==> config.mk <==
export PLATFORM = sky130hd
export DESIGN_NAME = if_stage
export DESIGN_NICKNAME = d
export VERILOG_FILES = /design/src/hdl/if_pkg.sv /design/src/hdl/fetch_buffer.sv /design/src/hdl/fetch_fsm.sv /design/src/hdl/if_stage.sv /design/src/hdl/pc_gen.sv /design/src/hdl/redirect_latch.sv /design/src/hdl/resp_timer.sv
export SDC_FILE = /design/constraint.sdc
export NUM_CORES = 1
export LEC_CHECK = 0
export ABC_CLOCK_PERIOD_IN_PS = 27200
export BUFFER_PORTS_ARGS = -buffer_cell sky130_fd_sc_hd__buf_2
export CORE_AREA = 5 5 216 218
export DETAILED_ROUTE_END_ITERATION = 6
export DIE_AREA = 0 0 221 223
export GPL_ROUTABILITY_DRIVEN = 1
export GPL_TIMING_DRIVEN = 1
export PLACE_DENSITY_LB_ADDON = 0.12
export SLEW_MARGIN = 40
export SYNTH_ARGS = -nofsm -noshare
export SYNTH_HDL_FRONTEND = slang
export SYNTH_HIERARCHICAL = 1
export SYNTH_SLANG_ARGS = --single-unit
==> constraint.sdc <==
create_clock -name clk -period 27.2 [get_ports clk]
set_clock_uncertainty 0.1 [all_clocks]
set_input_delay 0 -clock clk [delete_from_list [all_inputs] [get_ports clk]]
set_output_delay 0 -clock clk [all_outputs]
set_load 0.01 [all_outputs]
==> src/hdl/if_pkg.sv <==
`default_nettype none

package if_pkg;

	typedef logic [63:0] addr_t;     // byte address, pc and redirect targets
	typedef logic [31:0] insn_t;
	typedef logic [63:0] bus_data_t; // one doubleword per read

	// what decode receives
	typedef struct packed {
		addr_t pc;
		insn_t insn;
		addr_t snpc; // sequential next pc
	} fetch_pkt_t;

	typedef struct packed {
		logic  pending;
		addr_t target;
	} redirect_t;

	typedef enum logic [1:0] {
		S_IDLE,
		S_REQ,
		S_WAIT,
		S_FAULT
	} fetch_state_t;

endpackage

`default_nettype wire

==> src/hdl/fetch_buffer.sv <==
`default_nettype none

module fetch_buffer (
	input  wire                clk,
	input  wire                reset,
	input  wire                buf_load,
	input  wire                flush,
	input  wire                if_pkg::bus_data_t mem_r_data,
	input  wire                if_pkg::addr_t mem_r_addr,
	input  wire                out_ready,
	output logic               out_valid,
	output if_pkg::fetch_pkt_t out_pkt,
	output logic               buf_full
);
	import if_pkg::*;

	insn_t      word;
	fetch_pkt_t pkt;

	// bit 2 picks the half of the doubleword
	assign word = mem_r_addr[2] ? mem_r_data[63:32] : mem_r_data[31:0];

	always_comb begin
		pkt.pc   = mem_r_addr;
		pkt.insn = word;
		pkt.snpc = mem_r_addr + 64'd4;
	end

	always_ff @(posedge clk) begin
		if (reset) begin
			out_valid <= 1'b0;
		end else if (flush) begin
			out_valid <= 1'b0;
		end else if (buf_load) begin
			out_valid <= 1'b1;
		end else if (out_ready) begin
			out_valid <= 1'b0; // decode took it
		end
	end

	always_ff @(posedge clk) begin
		if (buf_load) begin
			out_pkt <= pkt;
		end
	end

	assign buf_full = out_valid;

endmodule

`default_nettype wire

==> src/hdl/fetch_fsm.sv <==
`default_nettype none

module fetch_fsm (
	input  wire  clk,
	input  wire  reset,
	input  wire  mem_ar_ready,
	input  wire  mem_r_valid,
	input  wire  if_pkg::redirect_t redirect,
	input  wire  flush,
	input  wire  buf_full,
	input  wire  out_ready,
	input  wire  timed_out,
	output logic mem_req,
	output logic pc_advance,
	output logic redirect_take,
	output logic buf_load,
	output logic timer_start,
	output logic timer_stop,
	output logic fetch_fault
);
	import if_pkg::*;

	fetch_state_t state;
	fetch_state_t state_next;
	logic         room;
	logic         resp;

	assign room = !buf_full || out_ready; // buffer empty or draining now
	assign resp = (state == S_WAIT) && mem_r_valid;

	always_comb begin
		state_next    = state;
		mem_req       = 1'b0;
		pc_advance    = 1'b0;
		redirect_take = 1'b0;
		buf_load      = 1'b0;
		case (state)
			S_IDLE: begin
				state_next = S_REQ;
			end
			S_REQ: begin
				if (redirect.pending) begin
					pc_advance    = 1'b1; // load target, request next cycle
					redirect_take = 1'b1;
				end else begin
					mem_req = room;
					if (room && mem_ar_ready) begin
						state_next = S_WAIT;
					end
				end
			end
			S_WAIT: begin
				if (mem_r_valid) begin
					state_next = S_REQ;
					// a strobe right now has no target latched yet, S_REQ takes it
					if (!flush && redirect.pending) begin
						pc_advance    = 1'b1; // read in flight belongs to a dead path
						redirect_take = 1'b1;
					end else if (!flush) begin
						buf_load   = 1'b1;
						pc_advance = 1'b1;
					end
				end else if (timed_out) begin
					state_next = S_FAULT;
				end
			end
			default: begin
				state_next = S_FAULT; // only reset leaves
			end
		endcase
	end

	always_ff @(posedge clk) begin
		if (reset) begin
			state <= S_IDLE;
		end else begin
			state <= state_next;
		end
	end

	assign timer_start = mem_req && mem_ar_ready;
	assign timer_stop  = resp;
	assign fetch_fault = (state == S_FAULT);

endmodule

`default_nettype wire

==> src/hdl/if_stage.sv <==
`default_nettype none

module if_stage #(
	parameter if_pkg::addr_t RESET_PC       = 64'h8000_0000,
	parameter int unsigned   TIMEOUT_CYCLES = 32
) (
	input  wire                clk,
	input  wire                reset,
	// instruction bus
	output logic               mem_req,
	output if_pkg::addr_t      mem_addr,
	input  wire                mem_ar_ready,
	input  wire                mem_r_valid,
	input  wire                if_pkg::bus_data_t mem_r_data,
	input  wire                if_pkg::addr_t mem_r_addr,
	// redirects from decode, execute and memory
	input  wire                jal_redirect,
	input  wire                if_pkg::addr_t jal_target,
	input  wire                jalr_redirect,
	input  wire                if_pkg::addr_t jalr_target,
	input  wire                br_redirect,
	input  wire                if_pkg::addr_t br_target,
	// to decode
	output logic               out_valid,
	output if_pkg::fetch_pkt_t out_pkt,
	input  wire                out_ready,
	output logic               fetch_fault
);
	import if_pkg::*;

	redirect_t redirect;
	logic      flush;
	logic      redirect_take;
	logic      pc_advance;
	logic      buf_load;
	logic      buf_full;
	logic      timer_start;
	logic      timer_stop;
	logic      timed_out;

	pc_gen #(.RESET_PC(RESET_PC)) u_pc_gen (
		.clk        (clk),
		.reset      (reset),
		.pc_advance (pc_advance),
		.redirect   (redirect),
		.pc         (mem_addr) // fetch pc goes straight to the bus
	);

	redirect_latch u_redirect_latch (
		.clk           (clk),
		.reset         (reset),
		.jal_redirect  (jal_redirect),
		.jalr_redirect (jalr_redirect),
		.br_redirect   (br_redirect),
		.jal_target    (jal_target),
		.jalr_target   (jalr_target),
		.br_target     (br_target),
		.redirect_take (redirect_take),
		.redirect      (redirect),
		.flush         (flush)
	);

	resp_timer #(.TIMEOUT_CYCLES(TIMEOUT_CYCLES)) u_resp_timer (
		.clk         (clk),
		.reset       (reset),
		.timer_start (timer_start),
		.timer_stop  (timer_stop),
		.timed_out   (timed_out)
	);

	fetch_fsm u_fetch_fsm (
		.clk           (clk),
		.reset         (reset),
		.mem_ar_ready  (mem_ar_ready),
		.mem_r_valid   (mem_r_valid),
		.redirect      (redirect),
		.flush         (flush),
		.buf_full      (buf_full),
		.out_ready     (out_ready),
		.timed_out     (timed_out),
		.mem_req       (mem_req),
		.pc_advance    (pc_advance),
		.redirect_take (redirect_take),
		.buf_load      (buf_load),
		.timer_start   (timer_start),
		.timer_stop    (timer_stop),
		.fetch_fault   (fetch_fault)
	);

	fetch_buffer u_fetch_buffer (
		.clk        (clk),
		.reset      (reset),
		.buf_load   (buf_load),
		.flush      (flush),
		.mem_r_data (mem_r_data),
		.mem_r_addr (mem_r_addr),
		.out_ready  (out_ready),
		.out_valid  (out_valid),
		.out_pkt    (out_pkt),
		.buf_full   (buf_full)
	);

endmodule

`default_nettype wire

==> src/hdl/pc_gen.sv <==
`default_nettype none

module pc_gen #(
	parameter if_pkg::addr_t RESET_PC = 64'h8000_0000
) (
	input  wire               clk,
	input  wire               reset,
	input  wire               pc_advance,
	input  wire               if_pkg::redirect_t redirect,
	output if_pkg::addr_t     pc
);
	import if_pkg::*;

	addr_t pc_seq;

	assign pc_seq = pc + 64'd4;

	always_ff @(posedge clk) begin
		if (reset) begin
			pc <= RESET_PC;
		end else if (pc_advance) begin
			if (redirect.pending) begin
				pc <= redirect.target; // redirect beats the sequential step
			end else begin
				pc <= pc_seq;
			end
		end
	end

endmodule

`default_nettype wire

==> src/hdl/redirect_latch.sv <==
`default_nettype none

module redirect_latch (
	input  wire               clk,
	input  wire               reset,
	input  wire               jal_redirect,
	input  wire               jalr_redirect,
	input  wire               br_redirect,
	input  wire               if_pkg::addr_t jal_target,
	input  wire               if_pkg::addr_t jalr_target,
	input  wire               if_pkg::addr_t br_target,
	input  wire               redirect_take,
	output if_pkg::redirect_t redirect,
	output logic              flush
);
	import if_pkg::*;

	addr_t sel_target;
	addr_t target_q;
	logic  pending_q;

	assign flush = jal_redirect | jalr_redirect | br_redirect;

	// memory stage is oldest in program order, then execute, then decode
	always_comb begin
		if (br_redirect) begin
			sel_target = br_target;
		end else if (jalr_redirect) begin
			sel_target = jalr_target;
		end else begin
			sel_target = jal_target;
		end
	end

	always_ff @(posedge clk) begin
		if (reset) begin
			pending_q <= 1'b0;
		end else if (flush) begin
			pending_q <= 1'b1; // new strobe survives a take in the same cycle
		end else if (redirect_take) begin
			pending_q <= 1'b0;
		end
	end

	always_ff @(posedge clk) begin
		if (flush) begin
			target_q <= sel_target;
		end
	end

	assign redirect = '{pending: pending_q, target: target_q};

endmodule

`default_nettype wire

==> src/hdl/resp_timer.sv <==
`default_nettype none

module resp_timer #(
	parameter int unsigned TIMEOUT_CYCLES = 32
) (
	input  wire  clk,
	input  wire  reset,
	input  wire  timer_start,
	input  wire  timer_stop,
	output logic timed_out
);

	localparam int unsigned CNT_W = $clog2(TIMEOUT_CYCLES + 1);

	logic [CNT_W-1:0] count;
	logic             running;

	always_ff @(posedge clk) begin
		if (reset) begin
			running <= 1'b0;
			count   <= '0;
		end else if (timer_start) begin
			running <= 1'b1;
			count   <= '0;
		end else if (timer_stop) begin
			running <= 1'b0;
		end else if (running && !timed_out) begin
			count <= count + 1'b1; // holds at the limit
		end
	end

	assign timed_out = running && (count == CNT_W'(TIMEOUT_CYCLES));

endmodule

`default_nettype wire

==> results of run 1 <==
registers in the layout (all words and copies together) (netlist names):
signal	cells
u_fetch_buffer/out_pkt	158
u_pc_gen/pc	64
u_redirect_latch/target_q	64
u_resp_timer/count	6
u_fetch_fsm/state	2
u_fetch_buffer/buf_full	1
u_redirect_latch/pending_q	1
u_resp_timer/running	1
placed cells by master, fill, tap and decap left out, drive strengths merged, types with 25 or more instances in the layout:
cell type | Yosys | layout
a21oi | 32 | 32
a22oi | 28 | 28
buf | 31 | 568
clkbuf | 46 | 49
dfxtp | 75 | 75
dlygate4sd3 | 0 | 282
edfxtp | 222 | 222
inv | 24 | 25
mux2 | 33 | 33
mux2i | 72 | 72
nand2 | 150 | 150
nand3 | 65 | 65
nand4 | 54 | 54
nor2 | 76 | 76
nor3 | 28 | 28
nor4 | 29 | 29
o21ai | 103 | 103
or4 | 27 | 27
xnor2 | 36 | 36
timing repair:
item                                   CTS  global route
endpoints found under the hold margin  235             0
resized for setup                        0             0
buffers inserted                         0             0
hold buffers                           282             0
worst min path at each step:
| stage | from | to | cells after the start |
|---|---|---|---|
| floorplan | reset | u_fetch_fsm/state[1]$_SDFFE_PP0P_ | 1 |
| global placement | mem_r_addr[1] | u_fetch_buffer/out_pkt[97]$_DFFE_PP_ | 1 |
| detailed placement | mem_r_addr[1] | u_fetch_buffer/out_pkt[97]$_DFFE_PP_ | 1 |
| CTS | mem_r_addr[1] | u_fetch_buffer/out_pkt[97]$_DFFE_PP_ | 2 |
| global route | mem_r_addr[1] | u_fetch_buffer/out_pkt[97]$_DFFE_PP_ | 2 |
| finish | mem_r_addr[1] | u_fetch_buffer/out_pkt[97]$_DFFE_PP_ | 2 |
worst max-delay path: stages (launching register included):
cell,delay [ns]
dfxtp_1,0.34
inv_1,0.08
ha_1,0.15
and2_1,0.16
nand2b_1,0.16
a21oi_4,0.15
buf_4,0.51
inv_2,0.51
and3_1,0.29
a31o_2,0.20
or3_1,0.33
where the power goes:
| part | switching, mW | internal [mW] | leakage (nW) |
|---|---|---|---|
| Clock | 0.194 | 0.299 | 0.600 |
| Combinational | 0.0976 | 0.0974 | 5.47 |
| Sequential | 0.0233 | 0.514 | 2.70 |
cell families after synthesis:
group                    after synthesis  synth area share, %
AND/OR/NAND/NOR                      490                 17.9
flip-flops                           297                 55.5
AO/OA/AOI/OAI                        269                 11.7
multiplexers                         105                 7.44
buffers and inverters                102                 3.22
XOR/XNOR                              60                 3.57
adder cells (fa/ha/maj)                8                0.680
synth_stat cells (all sizes together), types with 3 or more instances:
library cell,n,area (um^2)
edfxtp,222,6670
nand2,150,573
o21ai,103,516
nor2,76,285
dfxtp,75,1500
mux2i,72,721
nand3,65,338
nand4,54,372
clkbuf,46,173
xnor2,36,315
mux2,33,375
a21oi,32,164
buf,31,208
nor4,29,268
a22oi,28,210
nor3,28,145
or4,27,214
inv,24,90.1
xor2,24,210
a31oi,23,144
and3,14,90.1
o211ai,14,105
a211oi,13,97.6
or3,13,88.8
o31ai,9,67.6
a21o,8,60.1
ha,8,100
nand2b,8,50.1
a22o,7,61.3
a32o,7,70.1
and4,6,52.6
and2,5,32.5
nor4b,5,58.8
o22ai,5,31.3
a31o,3,26.3
o311ai,3,26.3
area by class of cell:
class                      count  area [um^2]
clock buffer                  49         1040
multi-input combinational    932         6120
fill                        4098        22600
sequential                   297         8170
tap                          600          751
antenna                        5         12.5
timing repair buffer         850         5720
inverter                      25         93.8
clock inverter                19          181
routing by layer:
layer	global-route usage, %	up-vias
met5	0	-
met4	6.16	0
met3	5.63	93
met2	38.7	534
met1	25.0	6681
li1	-	6717
==> reports/results.tsv, run 1 <==
metric	value	unit
Fin Hold WS	0.0949	ns
Setup Viol. Count Final	0	
root buf cell	clkbuf_16	
wire per inst	19.8	um
met3 wire length	3770	um
pwr dens	55.5	nW/um^2
wl on met1	21600	um
CORE AREA	44700	um^2
uppermost routed layer	met4	
synth warn	6	
synthesized cell area	14700	um^2
first-pass GRT wire length	83500	um
Initial Utilization	32.9	%
Area growth syn-to-layout	50.1	%
Final Hold Fails	0	
R2R Path End	u_pc_gen/pc[63]$_SDFFE_PP0P_	
cell area after placement	18000	um^2
Max VDD drop	0.0000387	V
data required time of the critical path	27.52	ns
DRC errors left	0	
met2 WL post-DR	28100	um
row count	78	
Clock Sinks	297	
Layout Utilization	49.4	%
CTS tree	yes	
Max Fclk	318	MHz
Main synth FF type	edfxtp_1	
RSZ-0062 raised after global routing	no	
post-route ant nets	0	
pre-CTS setup slack	24.02	ns
Final min period	3.15	ns
DRT Pass-1 Iters	5	
syn_nets	1667	
chip height	223	um
remaining global-route overflow	0	
FF-to-FF path depth	10	
Placed Cells incl. Taps	2422	
Worst Hold Class	input port to flip-flop	
Ports	555	
via count	14000	
initial antenna violation count	6	
async set-or-reset flop fraction in the synthesized netlist	0	%
Synth Instances	1331	
dpl hpwl	38800	um
Crit. Startpoint	u_fetch_fsm/state[0]$_SDFFE_PP0P_	
CP endpoint	u_pc_gen/pc[63]$_SDFFE_PP0P_	
DIE AREA	49300	um^2
CTS buffer count	37	
Synth Register Bits	297	
number of vias per cell	5.05	
CP Class	flip-flop to flip-flop	
Worst R2R Setup Slack	24.05	ns
status	finished, final reports clean	
synthesized area per cell	11.1	um^2
total power	1.23	mW
share of post-route cells with drive strength above 1	32.5	%
clk buf depth	3	
clk_lat worst skew	0.54	ns
Arr. time, crit path	3.46	ns
final slew viol count	0	
largest net degree at the start of global routing	95	
Worst-Margin Slew	0.818	ns
Cell variety after synth	77	
crit-path max FO	62	
sequential share of the synthesized area	55.5	%
post-route cell area	22100	um^2
number of synthesized flops with an enable pin	222	
beginning of the worst register-to-register path	u_fetch_fsm/state[0]$_SDFFE_PP0P_	
1st-iter DRT viols	936	
H-tree Lvls	2	
GPL Wtd Cong	0.863	
final non-filler cell total	2777	
Worst-path clk slew	0.06	ns
# Max-Cap Violations	0	
Worst Setup Slack, final	24.05	ns
routed wire length	55100	um
Final #Nets	2479	
gr usage total	21.4	%
P_leak	8.77	nW
Final TNS setup	0	ns
Tcrit/Tclk final	11.6	%
vias in the first global route	14200	
crit end category	flip-flop	
slew margin rel.	44.9	%
kind of start point of the critical path	flip-flop	
Die W	221	um
PortBufs	554	
Power figures use the tool's default switching activity.
==> run 2: changes to the inputs <==
--- a/config.mk
+++ b/config.mk
@@ -5,11 +5,11 @@
 export SDC_FILE = /design/constraint.sdc
 export NUM_CORES = 1
 export LEC_CHECK = 0
-export ABC_CLOCK_PERIOD_IN_PS = 27200
+export ABC_CLOCK_PERIOD_IN_PS = 3150
 export BUFFER_PORTS_ARGS = -buffer_cell sky130_fd_sc_hd__buf_2
-export CORE_AREA = 5 5 216 218
+export CORE_AREA = 5 5 211 213
 export DETAILED_ROUTE_END_ITERATION = 6
-export DIE_AREA = 0 0 221 223
+export DIE_AREA = 0 0 216 218
 export GPL_ROUTABILITY_DRIVEN = 1
 export GPL_TIMING_DRIVEN = 1
 export PLACE_DENSITY_LB_ADDON = 0.12
==> constraint.sdc (replaced) <==
create_clock -name clk -period 3.15 [get_ports clk]
set_clock_uncertainty 0.1 [all_clocks]
set_input_delay 0 -clock clk [delete_from_list [all_inputs] [get_ports clk]]
set_output_delay 0 -clock clk [all_outputs]
set_load 0.01 [all_outputs]
==> run 2 against run 1 <==
Maximum frequency rose by 16%. Sequential share of layout area rose by 0.43 points. Die area fell by 4.5%. Count of clock-buffer cells in the layout fell by 1. Combinational power rose to 8.6 times the previous value. Highest routed layer unchanged.
==> reports/results.tsv, run 2 (same netlist as run 1, synthesis figures left out) <==
metric	value	unit	change
H-tree Lvls	2		unchanged
pre-CTS setup slack	0.524	ns	-23.49 ns
Max Fclk	370	MHz	+16%
row count	76		-2.6%
post-route ant nets	0		unchanged
RSZ-0062 raised after global routing	no		
Placed Cells incl. Taps	2387		-1.4%
CP Class	flip-flop to flip-flop		
post-CTS setup buffer count	0		unchanged
Tcrit/Tclk final	85.8	%	+74 points
Worst-Margin Slew	0.803	ns	-0.0156 ns
hold path depth	2		unchanged
final slew viol count	0		unchanged
pwr dens	466	nW/um^2	+740%
Worst R2R Setup Slack	0.45	ns	-23.61 ns
CTS resizes	0		unchanged
Initial Utilization	34.6	%	+1.7 points
largest registers	u_fetch_buffer/out_pkt (158), u_pc_gen/pc (64), u_redirect_latch/target_q (64)		
PortBufs	554		unchanged
DRT Pass-1 Iters	5		unchanged
fill count	3831		-6.5%
register area	8170	um^2	unchanged
Ports	555		unchanged
Hold Startpoint	mem_r_addr[1]		
Max VDD drop	0.000251	V	+550%
# Max-Cap Violations	0		unchanged
Arr. time, crit path	3.06	ns	-0.40 ns
1st-iter DRT viols	917		-2.0%
Worst Hold Class	input port to flip-flop		
R2R Path End	u_pc_gen/pc[57]$_SDFFE_PP0P_		
Biggest register	u_fetch_buffer/out_pkt		
Area growth syn-to-layout	48.3	%	
number of flip-flops in the largest register	158		unchanged
slew margin rel.	46.5	%	+1.5 points
diodes inserted	0		-5
remaining global-route overflow	0		unchanged
chip height	218	um	-2.2%
beginning of the worst register-to-register path	u_pc_gen/pc[48]$_SDFFE_PP0P_		
via count	14100		+0.21%
CORE AREA	42500	um^2	-4.9%
routed wire length	53000	um	-3.7%
CTS buffer count	35		-5.4%
kind of start point of the critical path	flip-flop		
share of post-route cells with drive strength above 1	32.9	%	+0.48 points
data required time of the critical path	3.51	ns	-24.01 ns
FF-to-FF path depth	5		-5
Fin Hold WS	0.0860	ns	-0.00890 ns
clk buf depth	3		unchanged
crit end category	flip-flop		
Clock Sinks	297		unchanged
dpl hpwl	38900	um	+0.33%
Worst Setup Slack, final	0.448	ns	-23.61 ns
crit-path max FO	8		-87%
Final #Nets	2478		-0.040%
first-pass GRT wire length	80100	um	-4.1%
vias in the first global route	14200		-0.049%
P_leak	8.75	nW	-0.31%
DRC errors left	0		unchanged
largest net degree at the start of global routing	111		+17%
status	finished, final reports clean		
CTS tree	yes		
Die W	216	um	-2.3%
initial antenna violation count	0		-6
commonest non-fill, non-tap cell in the layout	buf_2		
clk_lat worst skew	0.54	ns	about the same
Final min period	2.70	ns	-0.443 ns
number of vias per cell	5.18		+2.5%
gr usage total	21.3	%	-0.060 points
Worst-path clk slew	0.06	ns	about the same
wire per inst	19.5	um	-1.5%
DIE AREA	47100	um^2	-4.5%
Setup Viol. Count Final	0		unchanged
root buf cell	clkbuf_16		
GPL Wtd Cong	0.868		+0.54%
Worst Hold End	u_fetch_buffer/out_pkt[97]$_DFFE_PP_		
Final Hold Fails	0		unchanged
final non-filler cell total	2714		-2.3%
commonest non-fill, non-tap cells in the layout	552 x buf_2, 264 x dlygate4sd3_1, 222 x edfxtp_1		
area of the multi-input gates	6120	um^2	about the same
run 2: worst max-delay path: stages, from the launching register on:
cell     delay (ns)
dfxtp_1        0.48
nand4_1        0.29
nor4_2         0.67
nand4_1        0.40
or4_1          0.50
a41oi_1        0.18
run 2: worst max path at each step:
stage | from | endpoint | slack (ns)
after global routing | u_pc_gen/pc[48]$_SDFFE_PP0P_ | u_pc_gen/pc[57]$_SDFFE_PP0P_ | 0.33
after detailed placement | u_pc_gen/pc[49]$_SDFFE_PP0P_ | u_pc_gen/pc[57]$_SDFFE_PP0P_ | 0.52
after global placement | u_pc_gen/pc[48]$_SDFFE_PP0P_ | u_pc_gen/pc[57]$_SDFFE_PP0P_ | 0.56
final | u_pc_gen/pc[48]$_SDFFE_PP0P_ | u_pc_gen/pc[57]$_SDFFE_PP0P_ | 0.45
after CTS | u_pc_gen/pc[48]$_SDFFE_PP0P_ | u_pc_gen/pc[57]$_SDFFE_PP0P_ | 0.49
after floorplan | jalr_redirect | u_fetch_buffer/out_pkt[100]$_DFFE_PP_ | -1.40
run 2: layout make-up:
type | instances | area share (%)
clock buffer | 48 | 4.37
clock inverter | 15 | 0.596
inverter | 25 | 0.447
multi-input combinational | 932 | 28.0
sequential | 297 | 37.4
tap | 546 | 3.13
timing repair buffer | 851 | 26.0
run 2: where the power goes:
group | internal [mW] | switching, mW
registers | 4.44 | 0.202
logic | 0.845 | 0.833
clock network | 2.29 | 1.58
run 2: through the flow:
step | instance area, um^2 | power (mW) | TNS [ns] | utilization, %
finish | 21800 | 10.2 | 0 | 51.4
detailed placement | 18100 | 6.09 | 0 | 42.6
floorplan | 14800 | 5.42 | -222.99 | -
CTS | 21800 | 10.3 | 0 | 51.4
global placement | 18100 | 6.07 | 0 | 42.6
global route | 21800 | 10.7 | 0 | 51.4
run 2: what timing repair did:
action                     in CTS  in global routing
hold endpoints to repair      250                  0
setup endpoints to repair       0                  0
hold buffers                  264                  0
run 2: per-layer routing:
layer  up-vias  wire length, um  share of wire [%]  GRT usage (%)
met3       103             3700                7.0           4.64
li1       6714                -                  -              -
met4         0             1680                3.2           7.74
met2       579            26700                 50           38.3
met5         -                0                  0              0
met1      6659            20900                 39           25.1
